**config.mk**
```make
export PLATFORM = sky130hd
export DESIGN_NAME = pixel_writer
export DESIGN_NICKNAME = d
export VERILOG_FILES = /design/src/hw/pixel_pkg.sv /design/src/hw/pixel_writer.sv
export SDC_FILE = /design/constraint.sdc
export NUM_CORES = 1
export LEC_CHECK = 0
export BUFFER_PORTS_ARGS = -buffer_cell sky130_fd_sc_hd__buf_2
export CORE_AREA = 2 2 250 252
export CTS_BUF_LIST = sky130_fd_sc_hd__clkbuf_8
export DETAILED_ROUTE_END_ITERATION = 12
export DIE_AREA = 0 0 252 254
export GPL_TIMING_DRIVEN = 0
export PLACE_DENSITY = 0.52
export SYNTH_ARGS = -nofsm -noshare
export SYNTH_HDL_FRONTEND = slang
export SYNTH_SLANG_ARGS = --single-unit
```
**constraint.sdc**
```tcl
create_clock -name M10k_pll -period 5.6 [get_ports M10k_pll]
set_input_delay 1.12 -clock M10k_pll [delete_from_list [all_inputs] [get_ports M10k_pll]]
set_output_delay 1.12 -clock M10k_pll [all_outputs]
set_load 0.05 [all_outputs]
```
**src/hw/pixel_pkg.sv**
```systemverilog
package pixel_pkg;

	////////////////////////////////////////
	// Widths and basic types
	////////////////////////////////////////

	// Address width of one memory bank, wide enough for a full frame
	localparam int ADDR_W = 19;

	// Escape-time result from one solver
	typedef logic [31:0] iter_count_t;

	// Field view of a stored color, as the DAC side reads it
	typedef struct packed {
		logic [2:0] red;
		logic [2:0] green;
		logic [1:0] blue;
	} rgb332_t;

	// One byte, seen raw by the memory and as rgb by the scanout
	typedef union packed {
		logic [7:0] raw;
		rgb332_t rgb;
	} color_word_t;

	// Write port of one bank
	typedef struct packed {
		logic we;
		logic [ADDR_W-1:0] addr;
		color_word_t data;
	} bank_write_t;

	////////////////////////////////////////
	// Color map
	////////////////////////////////////////

	// Thresholds from the top, each a power-of-two fraction of max_iter
	function automatic color_word_t color_map(input iter_count_t count, input iter_count_t max_iter);
		color_word_t color;
		if (count >= max_iter) begin
			// Inside the set
			color.raw = 8'h00;
		end else if (count >= (max_iter >> 1)) begin
			color.raw = 8'h64;
		end else if (count >= (max_iter >> 2)) begin
			color.raw = 8'h64;
		end else if (count >= (max_iter >> 3)) begin
			color.raw = 8'hA9;
		end else if (count >= (max_iter >> 4)) begin
			color.raw = 8'h65;
		end else if (count >= (max_iter >> 5)) begin
			color.raw = 8'h25;
		end else if (count >= (max_iter >> 6)) begin
			color.raw = 8'h6A;
		end else begin
			// Fast escape, background tone
			color.raw = 8'h52;
		end
		return color;
	endfunction

endpackage
```
**src/hw/pixel_writer.sv**
```systemverilog
`timescale 1ns/1ps

module pixel_writer
	import pixel_pkg::*;
#(
	parameter int NUM_BANKS = 10,
	parameter int MAX_ITER = 100
) (
	input logic M10k_pll,
	input logic reset,
	input iter_count_t iter_count [NUM_BANKS],
	input logic [NUM_BANKS-1:0] iter_done,
	input logic [NUM_BANKS-1:0] bank_all_done,
	output logic [NUM_BANKS-1:0] handshake,
	output bank_write_t bank_wr [NUM_BANKS],
	output logic frame_ready
);

	// Two-state writer, one accept per two cycles
	typedef enum logic {
		WR_IDLE = 1'b0,
		WR_GAP = 1'b1
	} writer_state_t;

	// All banks finished, scanout may start
	assign frame_ready = &bank_all_done;

	////////////////////////////////////////
	// Per-bank writers
	////////////////////////////////////////

	for (genvar b = 0; b < NUM_BANKS; b++) begin : g_writer
		writer_state_t state;
		logic hs_q;
		logic wr_we;
		logic [ADDR_W-1:0] wr_addr;
		logic [ADDR_W-1:0] addr_cnt;
		color_word_t wr_data;
		logic accept;

		// Count taken only while idle and bank still busy
		assign accept = (state == WR_IDLE) && iter_done[b] && !bank_all_done[b];

		// Control path
		always_ff @(posedge M10k_pll) begin
			if (reset) begin
				state <= WR_IDLE;
				hs_q <= 1'b0;
				wr_we <= 1'b0;
				wr_addr <= '0;
				addr_cnt <= '0;
			end else begin
				case (state)
					WR_IDLE: begin
						if (accept) begin
							// Handshake and write go out together next cycle
							state <= WR_GAP;
							hs_q <= 1'b1;
							wr_we <= 1'b1;
							wr_addr <= addr_cnt;
							addr_cnt <= addr_cnt + 1'b1;
						end
					end
					default: begin
						// Gap cycle, done not sampled here
						state <= WR_IDLE;
						hs_q <= 1'b0;
						wr_we <= 1'b0;
					end
				endcase
			end
		end

		// Color register, loaded on accept only
		always_ff @(posedge M10k_pll) begin
			if (accept) begin
				wr_data <= color_map(iter_count[b], iter_count_t'(MAX_ITER));
			end
		end

		assign handshake[b] = hs_q;
		assign bank_wr[b] = '{we: wr_we, addr: wr_addr, data: wr_data};

		// Solver sees a single-cycle strobe per count
		a_handshake_pulse : assert property (
			@(posedge M10k_pll) disable iff (reset)
			handshake[b] |=> !handshake[b]
		);
	end

endmodule

```
Yosys cells after proc, flatten, opt, wreduce, memory -nomap -nowiden --
Index checks and enable logic that the tools add are counted.
Operators by class: reductions and logical operators 71, bitwise operators 10, $lt $le $gt $ge 70, add/sub/neg operators 10, multiplexer cells 70
Operators by type and width (number):
- $ge A32 B1 Y1 const B | 10
- $ge A32 B2 Y1 const B | 10
- $ge A32 B3 Y1 const B | 10
- $ge A32 B4 Y1 const B | 10
- $ge A32 B5 Y1 const B | 10
- $ge A32 B6 Y1 const B | 10
- $ge A32 B7 Y1 const B | 10
- $mux W7 | 40
- $add A19 B1 Y19 const B | 10
- $mux W8 | 10
- $mux W6 | 10
- $reduce_or A6 Y1 | 10
- $reduce_or A3 Y1 | 10
- $logic_and A1 B1 Y1 | 20
- $reduce_and A2 Y1 | 10
- $reduce_or A2 Y1 | 10
- $logic_not A1 Y1 | 10
- $mux W1 | 10
- $not A1 Y1 | 10
- $reduce_and A10 Y1 | 1
Storage, ports and cells: logic and storage cells 301, output and inout port bits 291, bits in registers 480

Logic depth before layout (Yosys ltp) --
word-level depth 7, mapped depth 6, gate-level depth less buffers 6

Worst setup path after synthesis --
OpenSTA, ideal clock, no wires.
path type input to output, start point input bank_all_done[6], end point output frame_ready, cell stages on the path 2, setup slack 2.190 ns, required time 4.480 ns, arrival time 2.290 ns, cells stage by stage nand4_1 -> nor3_1
Between the ends: word-level cells in the longest chain between the ends 1
Ends and longest elaborated chain:
- from (decl) | RTL line pixel_writer.sv:13 | input logic [NUM_BANKS-1:0] bank_all_done,
- $reduce_and A10 Y1 | RTL line pixel_writer.sv:26 | assign frame_ready = &bank_all_done;
- to (decl) | RTL line pixel_writer.sv:16 | output logic frame_ready
Every way passes these cells.

Worst setup path after layout --
start point input reset, end point register g_writer[5].state
Between the ends: word-level cells in the longest chain between the ends 1
Ends and longest elaborated chain:
- from (decl) | RTL line pixel_writer.sv:10 | input logic reset,
- $reduce_or A2 Y1 (no line)
- to (signal assigned) | RTL line pixel_writer.sv:47 | state <= WR_IDLE;
- to (signal assigned) | RTL line pixel_writer.sv:57 | state <= WR_GAP;
- to (signal assigned) | RTL line pixel_writer.sv:66 | state <= WR_IDLE;
- to (decl) | RTL line pixel_writer.sv:33 | writer_state_t state;
Every way passes these cells. A chain may end at the register's enable or synchronous reset.

==> impl_metrics.py <==
metrics = {
    "clock_tree": {
        "root_buffer": "clkbuf_8",
        "cts_hold_buf": 0,
        "path_clk_slew_ns": 0.06,
        "cts_max_path_buffers": 3,
        "cts_resized": 0,
        "clk_latency_ns": 0.66,
        "cts_setup_buffers": 0,
        "clock-sinks": 480,
        "cts_buffers": 87,
        "cts_tree": "built",
        "htree_levels": 3,
    },
    "logic_synthesis": {
        "yosys.cell_count.top_type": "nand2_1",
        "yosys.area.top_type": "dfxtp_1",
        "synth_common_cells": "nand2_1 (491), dfxtp_1 (400), a21oi_1 (324), nor2_1 (180), edfxtp_1 (80)",
        "yosys.area.top_type_share_pct": 39.4,
        "synth_area_per_cell_um2": 8.59,
        "synth_area_um2": 20300,
        "yosysUniqueCellTypes": 60,
        "yosys-top-cells-area": "dfxtp_1 (39%), edfxtp_1 (12%), nand2_1 (9.1%), a21oi_1 (8.0%), nor2_1 (3.3%)",
        "seq_area_frac_synth_pct": 51.3,
        "ys_ff_latch": 480,
        "synth_top_family_by_area": "simple AND/OR/NAND/NOR gates",
        "synth_edf_count": 80,
        "synthFlopType": "dfxtp_1",
        "synth_compound_area_share_pct": 13.1,
        "synthAdderAreaFrac_pct": 0.616,
        "synthSimpleGateAreaFrac_pct": 26.9,
        "yosys_warnings": 0,
        "synthMuxAreaShare_pct": 0.111,
        "syn-num-nets": 2715,
        "synthXorXnorAreaFrac_pct": 4.48,
        "async_flop_share_pct": 0,
        "syn_inst": 2363,
    },
    "timing": {
        "hold_violations": 0,
        "max_slew_margin_pct": 24.0,
        "fmax_ghz": 0.257,
        "timing.final.crit_share_pct": 69.4,
        "fin_hold_ws_ns": 0.432,
        "setup_viol": 0,
        "fin_tns_setup_ns": 0,
        "drv_slew": 0,
        "worstMarginPinSlew_ns": 1.14,
        "skew_ns": 0.0314,
        "rsz0062_at_grt": "no",
        "fin_crit_ns": 3.89,
    },
    "grt": {
        "grtUsageTotal_pct": 20.1,
        "grt_pass1_vias": 18800,
        "grt_pass1_wl_um": 102000,
        "grt.overflow.total": 0,
        "grt_max_degree": 18,
        "grt_antenna_before_repair": 8,
    },
    "place": {
        "place.gp.congestion": 0.888,
        "port_buffers": 630,
        "dp_hpwl_um": 51000,
        "post_dp_cell_area_um2": 24500,
    },
    "final_layout": {
        "final_nets": 3434,
        "stdcell_area_um2": 26100,
        "drive_above_1_share_pct": 24.9,
        "fin_util_pct": 42.5,
        "area_delta_synth_final_pct": 28.3,
    },
    "job": {
        "maxCapViolCount": 0,
    },
    "setup_path": {
        "crit_path_max_fanout": 10,
        "worstPathRequired_ns": 6.08,
        "worst_setup_path_start_kind": "primary input",
        "end_kind": "register",
        "crit_arrival_ns": 4.37,
        "crit_type": "primary input to register",
    },
    "floorplanning": {
        "die-width_um": 252,
        "start_util_pct": 33.2,
        "fp.coreArea_um2": 61300,
        "row_count": 91,
        "dieArea_um2": 64000,
        "io_pins": 633,
        "die_y_um": 254,
    },
    "detailed_routing": {
        "via_per_inst": 5.04,
        "drt_pass1_iterations": 6,
        "wl_per_cell_um": 17.0,
        "drtAntennaViolNets": 0,
        "remaining_drc_errors": 0,
        "vias": 19900,
        "finalWirelength_um": 67300,
        "drt_iter0_markers": 1046,
    },
    "power": {
        "total_power_mw": 7.26,
        "power.density_nw_per_um2": 278,
        "vdd_ir_drop_max_uv": 156,
        "power_leakage_nw": 10.2,
    },
    "min_path": {
        "hp-class": "register to register",
    },
    "run_status": {
        "status": "finished clean",
    },
}
[final timing paths]
kind	slack, ns	endpoint	startpoint	cells past startpoint
worst min-delay path	0.43	g_writer[6].wr_we$_SDFFE_PP0P_	g_writer[6].state$_SDFF_PP0_	1
worst min register to register	0.43	g_writer[6].wr_we$_SDFFE_PP0P_	g_writer[6].state$_SDFF_PP0_	1
worst max-delay path	1.71	g_writer[5].state$_SDFF_PP0_	reset	5
worst max register to register	3.23	g_writer[6].addr_cnt[16]$_SDFFE_PP0P_	g_writer[6].addr_cnt[0]$_SDFFE_PP0P_	6
[registers in the layout (all words and copies together), names as in the netlist]
| register | count |
|---|---|
| g_writer.addr_cnt | 190 |
| g_writer.wr_addr | 190 |
| g_writer.wr_data | 80 |
| g_writer.state | 10 |
| g_writer.wr_we | 10 |
[through the flow]
| step | setup WS (ns) | cells |
|---|---|---|
| finish | 1.71 | 3945 |
| detailed placement | 0.898 | 3783 |
| global route | 1.52 | 3945 |
| CTS | 1.58 | 3941 |
| floorplan | 2.19 | 2363 |
| global placement | 0.848 | 3783 |
[placed cells by master (no fill, tap or decap), types with 10 or more instances in the layout]
master / count
dfxtp_1: 400
and2_1: 15
ha_1: 10
clkinv_1: 11
xnor2_1: 36
nor2_1: 180
xor2_1: 68
nand2_1: 491
or4_1: 50
nor4_1: 63
buf_2: 632
and3_1: 46
buf_4: 20
clkbuf_8: 98
edfxtp_1: 80
clkbuf_1: 69
buf_1: 36
o21ai_0: 45
a31oi_1: 16
inv_1: 68
or3_1: 44
nand3_1: 61
nand4_1: 67
a21oi_1: 324
and4_1: 25
nor3_1: 46
o31ai_1: 45
[cell type report]
cell class | instances | area, µm²
fillers | 6312 | 35200
flip-flops and latches | 480 | 10400
multi-input cells | 1719 | 9190
repair buffers | 630 | 3150
clock buffers | 98 | 1350
well taps | 790 | 988
plain buffers | 129 | 577
clock inverters | 60 | 250
inverters | 35 | 131
diodes | 4 | 10.0
[cells by family after synthesis]
| kind of cell | Yosys count |
|---|---|
| XOR/XNOR | 104 |
| flip-flops | 480 |
| AND/OR/NAND/NOR | 1129 |
| buffers and inverters | 164 |
| multiplexers | 2 |
| adder cells (fa/ha/maj) | 10 |
| AO/OA/AOI/OAI | 474 |
[routing by layer]
layer  share of wire (%)  routed length (µm)  track usage, %
met5               0.070                  47               0
met4                 2.2                1460            7.00
met3                 5.4                3610            4.16
met2                  48               32500            33.7
met1                  44               29700            25.6
[power breakdown]
part / total, mW / internal [mW] / switching, mW
sequential: 3.58 / 3.55 / 0.0282
clock: 3.07 / 1.60 / 1.47
combinational: 0.606 / 0.185 / 0.421
[critical path, stage by stage]
cell      delay (ns)
clkbuf_1        0.59
clkbuf_1        0.85
clkbuf_1        0.84
clkbuf_1        0.80
nor2_1          0.12
No activity file was read; power rests on OpenSTA's default activity.
