--- config.mk ---
export PLATFORM = sky130hd
export DESIGN_NAME = vga_scanout
export DESIGN_NICKNAME = d
export VERILOG_FILES = /design/src/hw/video_pkg.sv /design/src/hw/pixel_pkg.sv /design/src/hw/vga_scanout.sv
export SDC_FILE = /design/constraint.sdc
export NUM_CORES = 1
export LEC_CHECK = 0
export BUFFER_PORTS_ARGS = -buffer_cell sky130_fd_sc_hd__buf_2
export CORE_MARGIN = 4
export CORE_UTILIZATION = 40
export DETAILED_ROUTE_END_ITERATION = 16
export PLACE_DENSITY_LB_ADDON = 0.05
export SLEW_MARGIN = 20
export SYNTH_ARGS = -nofsm -noshare
export SYNTH_HDL_FRONTEND = slang
export SYNTH_SLANG_ARGS = --single-unit
--- constraint.sdc ---
create_clock -name M10k_pll -period 4 [get_ports M10k_pll]
set_clock_uncertainty 0.2 [all_clocks]
set_input_delay 0.8 -clock M10k_pll [delete_from_list [all_inputs] [get_ports M10k_pll]]
set_output_delay 0.8 -clock M10k_pll [all_outputs]
set_load 0.05 [all_outputs]
--- src/hw/video_pkg.sv ---
package video_pkg;

	////////////////////////////////////////
	// Scan types
	////////////////////////////////////////

	// Pixel column or line number, covers up to 1023
	typedef logic [9:0] coord_t;

	// Four phases of one timing axis, in scan order
	// Incrementing past the back porch wraps to active
	typedef enum logic [1:0] {
		PH_ACTIVE = 2'd0,
		// Blank before the pulse
		PH_FRONT = 2'd1,
		// Sync asserted, low on the wire
		PH_PULSE = 2'd2,
		// Blank after the pulse
		PH_BACK = 2'd3
	} scan_phase_t;

endpackage

--- src/hw/pixel_pkg.sv ---
package pixel_pkg;

	////////////////////////////////////////
	// Widths and basic types
	////////////////////////////////////////

	// Address width of one memory bank, wide enough for a full frame
	localparam int ADDR_W = 19;

	// Escape-time result from one solver
	typedef logic [31:0] iter_count_t;

	// Field view of a stored color, as the DAC side reads it
	typedef struct packed {
		logic [2:0] red;
		logic [2:0] green;
		logic [1:0] blue;
	} rgb332_t;

	// One byte, seen raw by the memory and as rgb by the scanout
	typedef union packed {
		logic [7:0] raw;
		rgb332_t rgb;
	} color_word_t;

	// Write port of one bank
	typedef struct packed {
		logic we;
		logic [ADDR_W-1:0] addr;
		color_word_t data;
	} bank_write_t;

	////////////////////////////////////////
	// Color map
	////////////////////////////////////////

	// Thresholds from the top, each a power-of-two fraction of max_iter
	function automatic color_word_t color_map(input iter_count_t count, input iter_count_t max_iter);
		color_word_t color;
		if (count >= max_iter) begin
			// Inside the set
			color.raw = 8'h00;
		end else if (count >= (max_iter >> 1)) begin
			color.raw = 8'h64;
		end else if (count >= (max_iter >> 2)) begin
			color.raw = 8'h64;
		end else if (count >= (max_iter >> 3)) begin
			color.raw = 8'hA9;
		end else if (count >= (max_iter >> 4)) begin
			color.raw = 8'h65;
		end else if (count >= (max_iter >> 5)) begin
			color.raw = 8'h25;
		end else if (count >= (max_iter >> 6)) begin
			color.raw = 8'h6A;
		end else begin
			// Fast escape, background tone
			color.raw = 8'h52;
		end
		return color;
	endfunction

endpackage
--- src/hw/vga_scanout.sv ---
`timescale 1ns/1ps

module vga_scanout
	import pixel_pkg::*;
	import video_pkg::*;
#(
	parameter int H_PIXELS = 640,
	parameter int V_LINES = 480,
	parameter int H_FRONT = 16,
	parameter int H_PULSE = 96,
	parameter int H_BACK = 48,
	parameter int V_FRONT = 10,
	parameter int V_PULSE = 2,
	parameter int V_BACK = 33
) (
	input logic M10k_pll,
	input logic reset,
	input logic frame_ready,
	input color_word_t pixel,
	output coord_t next_x,
	output coord_t next_y,
	output logic hsync,
	output logic vsync,
	output logic [7:0] red,
	output logic [7:0] green,
	output logic [7:0] blue,
	output logic active_video
);

	scan_phase_t h_phase;
	scan_phase_t v_phase;
	coord_t h_count;
	coord_t v_count;
	logic running;
	logic h_last;
	logic v_last;
	logic line_end;
	logic pix_active;
	logic active_d1;
	logic hsync_d1;
	logic vsync_d1;

	// Phase order wraps back to active
	function automatic scan_phase_t next_phase(input scan_phase_t ph);
		return scan_phase_t'(ph + 2'd1);
	endfunction

	// Length of each phase in pixel clocks
	function automatic coord_t h_len(input scan_phase_t ph);
		case (ph)
			PH_ACTIVE: return coord_t'(H_PIXELS);
			PH_FRONT: return coord_t'(H_FRONT);
			PH_PULSE: return coord_t'(H_PULSE);
			default: return coord_t'(H_BACK);
		endcase
	endfunction

	// Length of each phase in lines
	function automatic coord_t v_len(input scan_phase_t ph);
		case (ph)
			PH_ACTIVE: return coord_t'(V_LINES);
			PH_FRONT: return coord_t'(V_FRONT);
			PH_PULSE: return coord_t'(V_PULSE);
			default: return coord_t'(V_BACK);
		endcase
	endfunction

	////////////////////////////////////////
	// Timing machines
	////////////////////////////////////////

	assign h_last = (h_count == coord_t'(h_len(h_phase) - 1'b1));
	assign v_last = (v_count == coord_t'(v_len(v_phase) - 1'b1));
	// Last clock of the back porch closes the line
	assign line_end = (h_phase == PH_BACK) && h_last;

	// One cycle behind frame_ready so (0,0) lands after the rise
	always_ff @(posedge M10k_pll) begin
		if (reset) begin
			running <= 1'b0;
		end else begin
			running <= frame_ready;
		end
	end

	always_ff @(posedge M10k_pll) begin
		if (reset || !running) begin
			// Parked at the frame origin
			h_phase <= PH_ACTIVE;
			h_count <= '0;
			v_phase <= PH_ACTIVE;
			v_count <= '0;
		end else begin
			if (h_last) begin
				h_phase <= next_phase(h_phase);
				h_count <= '0;
			end else begin
				h_count <= h_count + 1'b1;
			end
			// Vertical steps once per line
			if (line_end) begin
				if (v_last) begin
					v_phase <= next_phase(v_phase);
					v_count <= '0;
				end else begin
					v_count <= v_count + 1'b1;
				end
			end
		end
	end

	// Read coordinates, zero while blanked
	assign next_x = (h_phase == PH_ACTIVE) ? h_count : '0;
	assign next_y = (v_phase == PH_ACTIVE) ? v_count : '0;
	assign pix_active = running && (h_phase == PH_ACTIVE) && (v_phase == PH_ACTIVE);

	////////////////////////////////////////
	// Output pipeline
	////////////////////////////////////////

	// Stage 1 matches the memory read, stage 2 the color register
	always_ff @(posedge M10k_pll) begin
		if (reset) begin
			active_d1 <= 1'b0;
			hsync_d1 <= 1'b1;
			vsync_d1 <= 1'b1;
			active_video <= 1'b0;
			hsync <= 1'b1;
			vsync <= 1'b1;
			red <= '0;
			green <= '0;
			blue <= '0;
		end else begin
			active_d1 <= pix_active;
			hsync_d1 <= (h_phase != PH_PULSE);
			vsync_d1 <= (v_phase != PH_PULSE);
			active_video <= active_d1;
			hsync <= hsync_d1;
			vsync <= vsync_d1;
			// rgb332 widened, low bits zero
			red <= active_d1 ? {pixel.rgb.red, 5'd0} : 8'd0;
			green <= active_d1 ? {pixel.rgb.green, 5'd0} : 8'd0;
			blue <= active_d1 ? {pixel.rgb.blue, 6'd0} : 8'd0;
		end
	end

	// Sync pulse sits in the blanking interval after the pipeline
	a_no_sync_in_active : assert property (
		@(posedge M10k_pll) disable iff (reset)
		!(active_video && !hsync)
	);

endmodule

After elaboration in Yosys (flattened, before gate mapping)
Index checks and enable logic that the tools add are counted.

Flip-flop bits (word level): 55. Input port bits: 11. Logic and storage cells: 48.

$add $sub $neg: 6. Equal/unequal tests: 9. Multiplexer cells: 5. Bitwise gates (word level): 1. Reductions and logical operators: 10.

Operators by type and width (number): 2-to-1 mux 10 bit (3); case mux 10 bit (3 select lines) (1); case mux 9 bit (3 select lines) (1); adder 10 x 1 -> 10 bit (second input constant) (2); == test 10 bit (2); subtractor 10 x 1 -> 10 bit (second input constant) (2); == test 2 bit (second input constant) (3); adder 2 x 1 -> 2 bit (second input constant) (2); == test 2 x 1 -> 1 bit (second input constant) (2); zero test 2 bit (2); != test 2 bit (second input constant) (2); OR reduction 2 bit (2); logical AND 1 bit (3); AND reduction 2 bit (1); zero test 1 bit (1); logical OR 1 bit (1); inverter 1 bit (1).

Depth between registers and ports, before layout
Gate-level depths: netlist (run 1).

Word-level depth: 6. Depth in mapped cells: 9. Mapped depth without buffers: 8.

Least setup slack after synthesis (run 1)
OpenSTA, ideal clock, no wires.

Kind: reg-to-reg. Start point: register v_phase[0]. End point: register v_phase[0]. Setup time: 0.071 ns. Arrival: 2.744 ns. Required time: 3.729 ns. Path slack: 0.985 ns. Stages on the path, launching flop included: 9. Cells stage by stage: dfxtp_1 > inv_1 > ha_1 > ha_1 > or4_4 > nor4_4 > nand3_2 > or4_1 > a21oi_1.

Longest elaborated chain between the ends: 5. Elaborated cells between the ends (all ways): 8. Classes of those cells: 2 x add/sub; 3 x eq/ne; 1 x mux; 2 x reduce/logical.

RTL lines: from (decl) (line vga_scanout.sv:31) `scan_phase_t v_phase;`; from (signal assigned) (line vga_scanout.sv:103) `v_phase <= next_phase(v_phase);`; == test 2 bit (tied with other cells) (line vga_scanout.sv:60) `case (ph)`; case mux 9 bit (3 select lines) (line vga_scanout.sv:60); subtractor 10 x 1 -> 10 bit (line vga_scanout.sv:73) `assign v_last = (v_count == coord_t'(v_len(v_phase) - 1'b1));`; == test 10 bit (line vga_scanout.sv:73); AND reduction 2 bit (no source line).

Parallel ways exist; a longest one is shown, timed or not. A chain may end at the register's enable or synchronous reset.

Final worst setup path (run 1)
Ends and elaborated chain as after synthesis.

==> flow_metrics.env, run 1 <==
export IMPL_fmax_mhz=295.7
export IMPL_dp_hpwl_um=3489
export IMPL_final_cell_mix="41 x buf_2, 39 x dfxtp_1, 25 x and2_1"
export IMPL_path_clk_slew_ns=0.08
export IMPL_synth_cell_area_um2=2272
export IMPL_ys_seq_elements=39
export IMPL_crit_fanout=12
export IMPL_cts_root_buf="clkbuf_8"
export IMPL_grt_ovfl_total=0
export IMPL_power_frac_seq_pct=54.9
export IMPL_fin_crit_sh_pct=84.54
export IMPL_syn_avg_cell_area_um2=9.017
export IMPL_initial_core_util_pct=41.26
export IMPL_crit_chain="inv_1 -> ha_1 -> ha_1 -> or4_4 -> nor4_4 -> nand3_2 -> or4_1 -> a21oi_1"
export IMPL_sw_frac_of_total_pct=27.18
export IMPL_synth_top_area_share_pct=34.36
export IMPL_stdcell_count=363
export IMPL_min_path_type="register to register"
export IMPL_grt_pass1_wl_um=7935
export IMPL_h_tree_depth=2
export IMPL_antenna_cells=0
export IMPL_fp_row_count=27
export IMPL_synth_top_area_cell="dfxtp_1"
export IMPL_areaGrowthSynthToFinish_pct=11.34
export IMPL_syn_inst=252
export IMPL_peakVddDrop_mv=0.1660
export IMPL_yosys_warnings=0
export IMPL_ys_flop_type="dfxtp_1"
export IMPL_ctsLongestPathBuffers=2
export IMPL_drv_cap=0
export IMPL_final_common_cell="buf_2"
export IMPL_rsz0062_at_grt="false"
export IMPL_crit_path_end_kind="register"
export IMPL_crit_arrival_ns=3.40
export IMPL_yosysSeqAreaShare_pct=34.36
export IMPL_worstPathRequired_ns=4.02
export IMPL_leakagePower_uw=0.001034
export IMPL_critical_path_depth=8
export IMPL_io_pins=58
export IMPL_cts_sinks=39
export IMPL_min_path_cells=1
export IMPL_slew_headroom_pct=49.70
export IMPL_port_buffers=41
export IMPL_grt_max_degree=18
export IMPL_drv_slew=0
export IMPL_cts_repair_resized=0
export IMPL_startpoint_type="register"
export IMPL_final_nets=319
export IMPL_internal_power_uw=519.6
export IMPL_antenna_left=0
export IMPL_cts_setup_buffers=0
export IMPL_die_h_um=83.37
export IMPL_routed_wl_um=4753
export IMPL_grt_usage_pct=13.80
export IMPL_drc=0
export IMPL_power_frac_clock_pct=37.4
export IMPL_die_x_um=83.37
export IMPL_dieArea_um2=6951
export IMPL_crit_top_cell="ha_1"
export IMPL_routedWlPerCell_um=13.09
export IMPL_firstDrtPassIters=4
export IMPL_core_um2=5507
export IMPL_setup_violations=0
export IMPL_r2r_start="v_phase[0]"
export IMPL_power_density_nw_per_um2=282.0
export IMPL_r2r_cells=8
export IMPL_fin_crit_ns=3.382
export IMPL_worstMarginPinSlew_ns=0.7528
export IMPL_worst_path_max_delay_cell="nor4_4"
export IMPL_drive_gt1_share_pct=21.31
export IMPL_grt_pass1_vias=1682
export IMPL_worstSetupPathType="register to register"
export IMPL_async_reset_ff_share_pct=0
export IMPL_place_congestion=0.7699
export IMPL_synthTopCellsByArea="dfxtp_1 34%, ha_1 9.9%, and2_1 6.9%"
export IMPL_dp_cells=355
export IMPL_vias_per_cell=4.972
export IMPL_critPathTopFamily="simple AND/OR/NAND/NOR gates"
export IMPL_crit_path_start="v_phase[0]"
export IMPL_synth_edf_count=0
export IMPL_worstSkewPairLatency_ns=0.29
export IMPL_p_comb_share_pct=7.7
export IMPL_p_switching_uw=193.9
export IMPL_cts_hold_buf=0
export IMPL_cts_buffers=5
export IMPL_synth_distinct_cells=45
export IMPL_hold_viol_final=0
export IMPL_critPathBufInv=1
export IMPL_hp_start="hsync_d1"
export IMPL_vias=1805
export IMPL_drtIter0Drc=61
export IMPL_status="finished clean"
export IMPL_cts_tree="yes"
export IMPL_tns_ns=0
export IMPL_antenna_found_initial=0
export IMPL_slowest_delay_ns=0.54
[worst paths after layout]
kind / to / slack [ns]
max reg2reg: v_phase[0] / 0.62
min reg2reg: hsync / 0.22
min: hsync / 0.22
max: v_phase[0] / 0.62
[final cells by class]
cell class / count / area (um2)
Timing Repair Buffer: 42 / 212.7
Clock buffer: 5 / 68.82
Fill cell: 575 / 2977
Tap cell: 72 / 90.09
Sequential cell: 39 / 780.7
Clock inverter: 3 / 20.02
Multi-Input combinational cell: 195 / 1331
Inverter: 7 / 26.28
[Yosys cell counts, types with 5 or more instances]
cell,count
buf_4,16
o31ai_1,9
and2_1,25
inv_1,7
xnor2_1,6
nand3_1,9
nor2b_1,6
and3_1,5
nor2_1,14
nand4_1,11
xor2_1,7
dfxtp_1,39
clkbuf_1,5
nand2_1,12
nor3_1,7
a21oi_1,18
ha_1,18
[per-stage QoR]
step / util (%) / hold WS, ns / cell area (um2) / setup slack (ns) / power, uW
2_1_floorplan: - / 0.1895 / 2328 / 0.9852 / 459.6
3_3_place_gp: 44.33 / 0.1918 / 2441 / 0.6882 / 456.0
3_5_place_dp: 44.33 / 0.1981 / 2441 / 0.6221 / 456.2
4_1_cts: 45.94 / 0.2178 / 2530 / 0.6027 / 724.5
5_1_grt: 45.94 / 0.2240 / 2530 / 0.3619 / 744.5
6_report: 45.94 / 0.2164 / 2530 / 0.6183 / 713.5
[registers in the layout (all words and copies together) (netlist names)]
| register | cells |
|---|---|
| blue | 2 |
| vsync_d1 | 1 |
| v_count | 10 |
| active_video | 1 |
| active_d1 | 1 |
| green | 3 |
| hsync | 1 |
| v_phase | 2 |
| h_phase | 2 |
| hsync_d1 | 1 |
| h_count | 10 |
| red | 3 |
| running | 1 |
| vsync | 1 |
[logic make-up after synthesis]
kind of cell / Yosys count / share of synthesized area (%)
flip-flops: 39 / 34.36
AND/OR/NAND/NOR: 110 / 29.02
AO/OA/AOI/OAI: 37 / 11.01
XOR/XNOR: 14 / 6.002
other: 1 / 0.1650
buffers and inverters: 33 / 9.527
adder cells (fa/ha/maj): 18 / 9.912
[per-layer routing]
metal | global-route usage (%) | vias up | routed length, um
li1 | - | 916 | -
met1 | 18.17 | 832 | 2244
met2 | 20.99 | 51 | 2137
met3 | 3.968 | 6 | 301
met4 | 5.795 | 0 | 70
met5 | 0 | - | 0
[power groups by stage]
stage | clock network (uW) | logic [uW] | registers (uW)
floorplan | 0 | 52.8 | 407
global placement | 0 | 54.8 | 401
detailed placement | 0 | 54.9 | 401
CTS | 278 | 54.9 | 392
global route | 294 | 57.8 | 393
finish | 267 | 54.8 | 392
(Power assumes the default switching activity.)
==> inputs of run 2 (changes only) <==
==> constraint.sdc (replaced) <==
create_clock -name M10k_pll -period 3.3 [get_ports M10k_pll]
set_clock_uncertainty 0.2 [all_clocks]
set_input_delay 0.66 -clock M10k_pll [delete_from_list [all_inputs] [get_ports M10k_pll]]
set_output_delay 0.66 -clock M10k_pll [all_outputs]
set_load 0.05 [all_outputs]
==> run 2 against run 1 <==
Critical path depth unchanged. Critical path type unchanged. Sequential cell count is the same. Largest cell class unchanged. Critical endpoint unchanged. Setup slack worse by 0.33 ns.
==> flow_metrics.env, run 2 (synthesis results as in run 1) <==
export IMPL_r2r_setup_slack_ns=0.29
export IMPL_fin_crit_sh_pct=91.34
export IMPL_worstPathRequired_ns=3.32
export IMPL_firstDrtPassIters=4
export IMPL_startpoint_type="register"
export IMPL_hold_end="vsync"
export IMPL_dieArea_um2=6951
export IMPL_areaGrowthSynthToFinish_pct=13.05
export IMPL_min_path_type="register to register"
export IMPL_r2r_cells=8
export IMPL_antenna_left=0
export IMPL_r2r_start="v_phase[0]"
export IMPL_cts_root_buf="clkbuf_8"
export IMPL_worstSetupPathType="register to register"
export IMPL_rr_endpoint="v_phase[0]"
export IMPL_antenna_found_initial=0
export IMPL_slew_headroom_pct=51.87
export IMPL_drive_gt1_share_pct=21.84
export IMPL_core_um2=5507
export IMPL_dp_cells=357
export IMPL_fin_crit_ns=3.014
export IMPL_grt_pass1_wl_um=8169
export IMPL_cts_tree="yes"
export IMPL_ctsLongestPathBuffers=2
export IMPL_hp_start="vsync_d1"
export IMPL_cts_repair_resized=0
export IMPL_routed_wl_um=4798
export IMPL_vias_per_cell=4.962
export IMPL_top_regs="h_count (10), v_count (10)"
export IMPL_min_path_cells=1
export IMPL_drv_cap=0
export IMPL_port_buffers=41
export IMPL_die_x_um=83.37
export IMPL_antenna_cells=0
export IMPL_fp_row_count=27
export IMPL_drc=0
export IMPL_die_h_um=83.37
export IMPL_rsz0062_at_grt="false"
export IMPL_cts_hold_buf=0
export IMPL_place_congestion=0.7853
export IMPL_h_tree_depth=2
export IMPL_tns_ns=0
export IMPL_peakVddDrop_mv=0.2526
export IMPL_power_density_nw_per_um2=367.4
export IMPL_path_clk_slew_ns=0.08
export IMPL_final_cell_mix="41 x buf_2, 39 x dfxtp_1, 25 x and2_1"
export IMPL_grt_max_degree=18
export IMPL_dp_hpwl_um=3541
export IMPL_cts_sinks=39
export IMPL_crit_arrival_ns=3.03
export IMPL_hold_viol_final=0
export IMPL_vias=1811
export IMPL_crit_fanout=6
export IMPL_worstSkewPairLatency_ns=0.29
export IMPL_initial_core_util_pct=41.26
export IMPL_final_nets=321
export IMPL_drtIter0Drc=104
export IMPL_routedWlPerCell_um=13.15
export IMPL_final_common_cell="buf_2"
export IMPL_fmax_mhz=331.8
export IMPL_hold_slack_ns=0.2112
export IMPL_grt_pass1_vias=1702
export IMPL_crit_path_end_kind="register"
export IMPL_worstMarginPinSlew_ns=0.7202
export IMPL_stdcell_count=365
export IMPL_drv_slew=0
export IMPL_leakagePower_uw=0.001062
export IMPL_grt_ovfl_total=0
export IMPL_cts_setup_buffers=0
export IMPL_status="finished clean"
export IMPL_setup_violations=0
export IMPL_cts_buffers=5
export IMPL_io_pins=58
export IMPL_grt_usage_pct=14.18
[run 2: final cells by class]
type	count	area [um2]
sequential	39	780.7
timing repair buffer	44	227.7
clock inverter	3	43.79
tap	72	90.09
multi-input combinational	195	1331
inverter	7	26.28
clock buffer	5	68.82
fill	550	2938
[run 2: critical path, stage by stage (launching register included)]
cell     delay (ns)
dfxtp_1        0.43
inv_1          0.11
ha_1           0.26
ha_1           0.28
or4_4          0.53
nor4_4         0.33
nand3_2        0.16
or4_1          0.49
a21oi_1        0.16
[run 2: report_power, final]
group | switching [uW] | internal, uW
clock network | 177 | 225
logic | 57.1 | 8.91
registers | 1.31 | 474
total | 236 | 708
[run 2: stage by stage]
stage | power [uW] | cell area (um2) | setup slack (ns) | utilization [%]
after detailed placement | 552.4 | 2456 | 0.3076 | 44.60
after global placement | 552.6 | 2456 | 0.3915 | 44.60
after floorplan | 557.1 | 2328 | 0.2852 | -
after CTS | 957.3 | 2569 | 0.2790 | 46.65
after global routing | 982.0 | 2569 | 0.1769 | 46.65
final | 943.7 | 2569 | 0.2858 | 46.65
[run 2: how the worst max path moves through the flow]
stage | start | end | cells past startpoint
6_report | v_phase[0] | v_phase[0] | 8
5_1_grt | v_phase[0] | v_phase[0] | 8
4_1_cts | v_phase[0] | v_phase[0] | 8
3_5_place_dp | v_phase[0] | v_phase[0] | 8
3_3_place_gp | v_phase[0] | v_phase[0] | 8
2_1_floorplan | v_phase[0] | v_phase[0] | 8
[run 2: per-layer routing]
metal	global-route usage, %	part of all wire (%)
met2	21.87	44
met5	0	0
met3	3.869	6.4
met1	19.55	49
met4	3.566	0.60
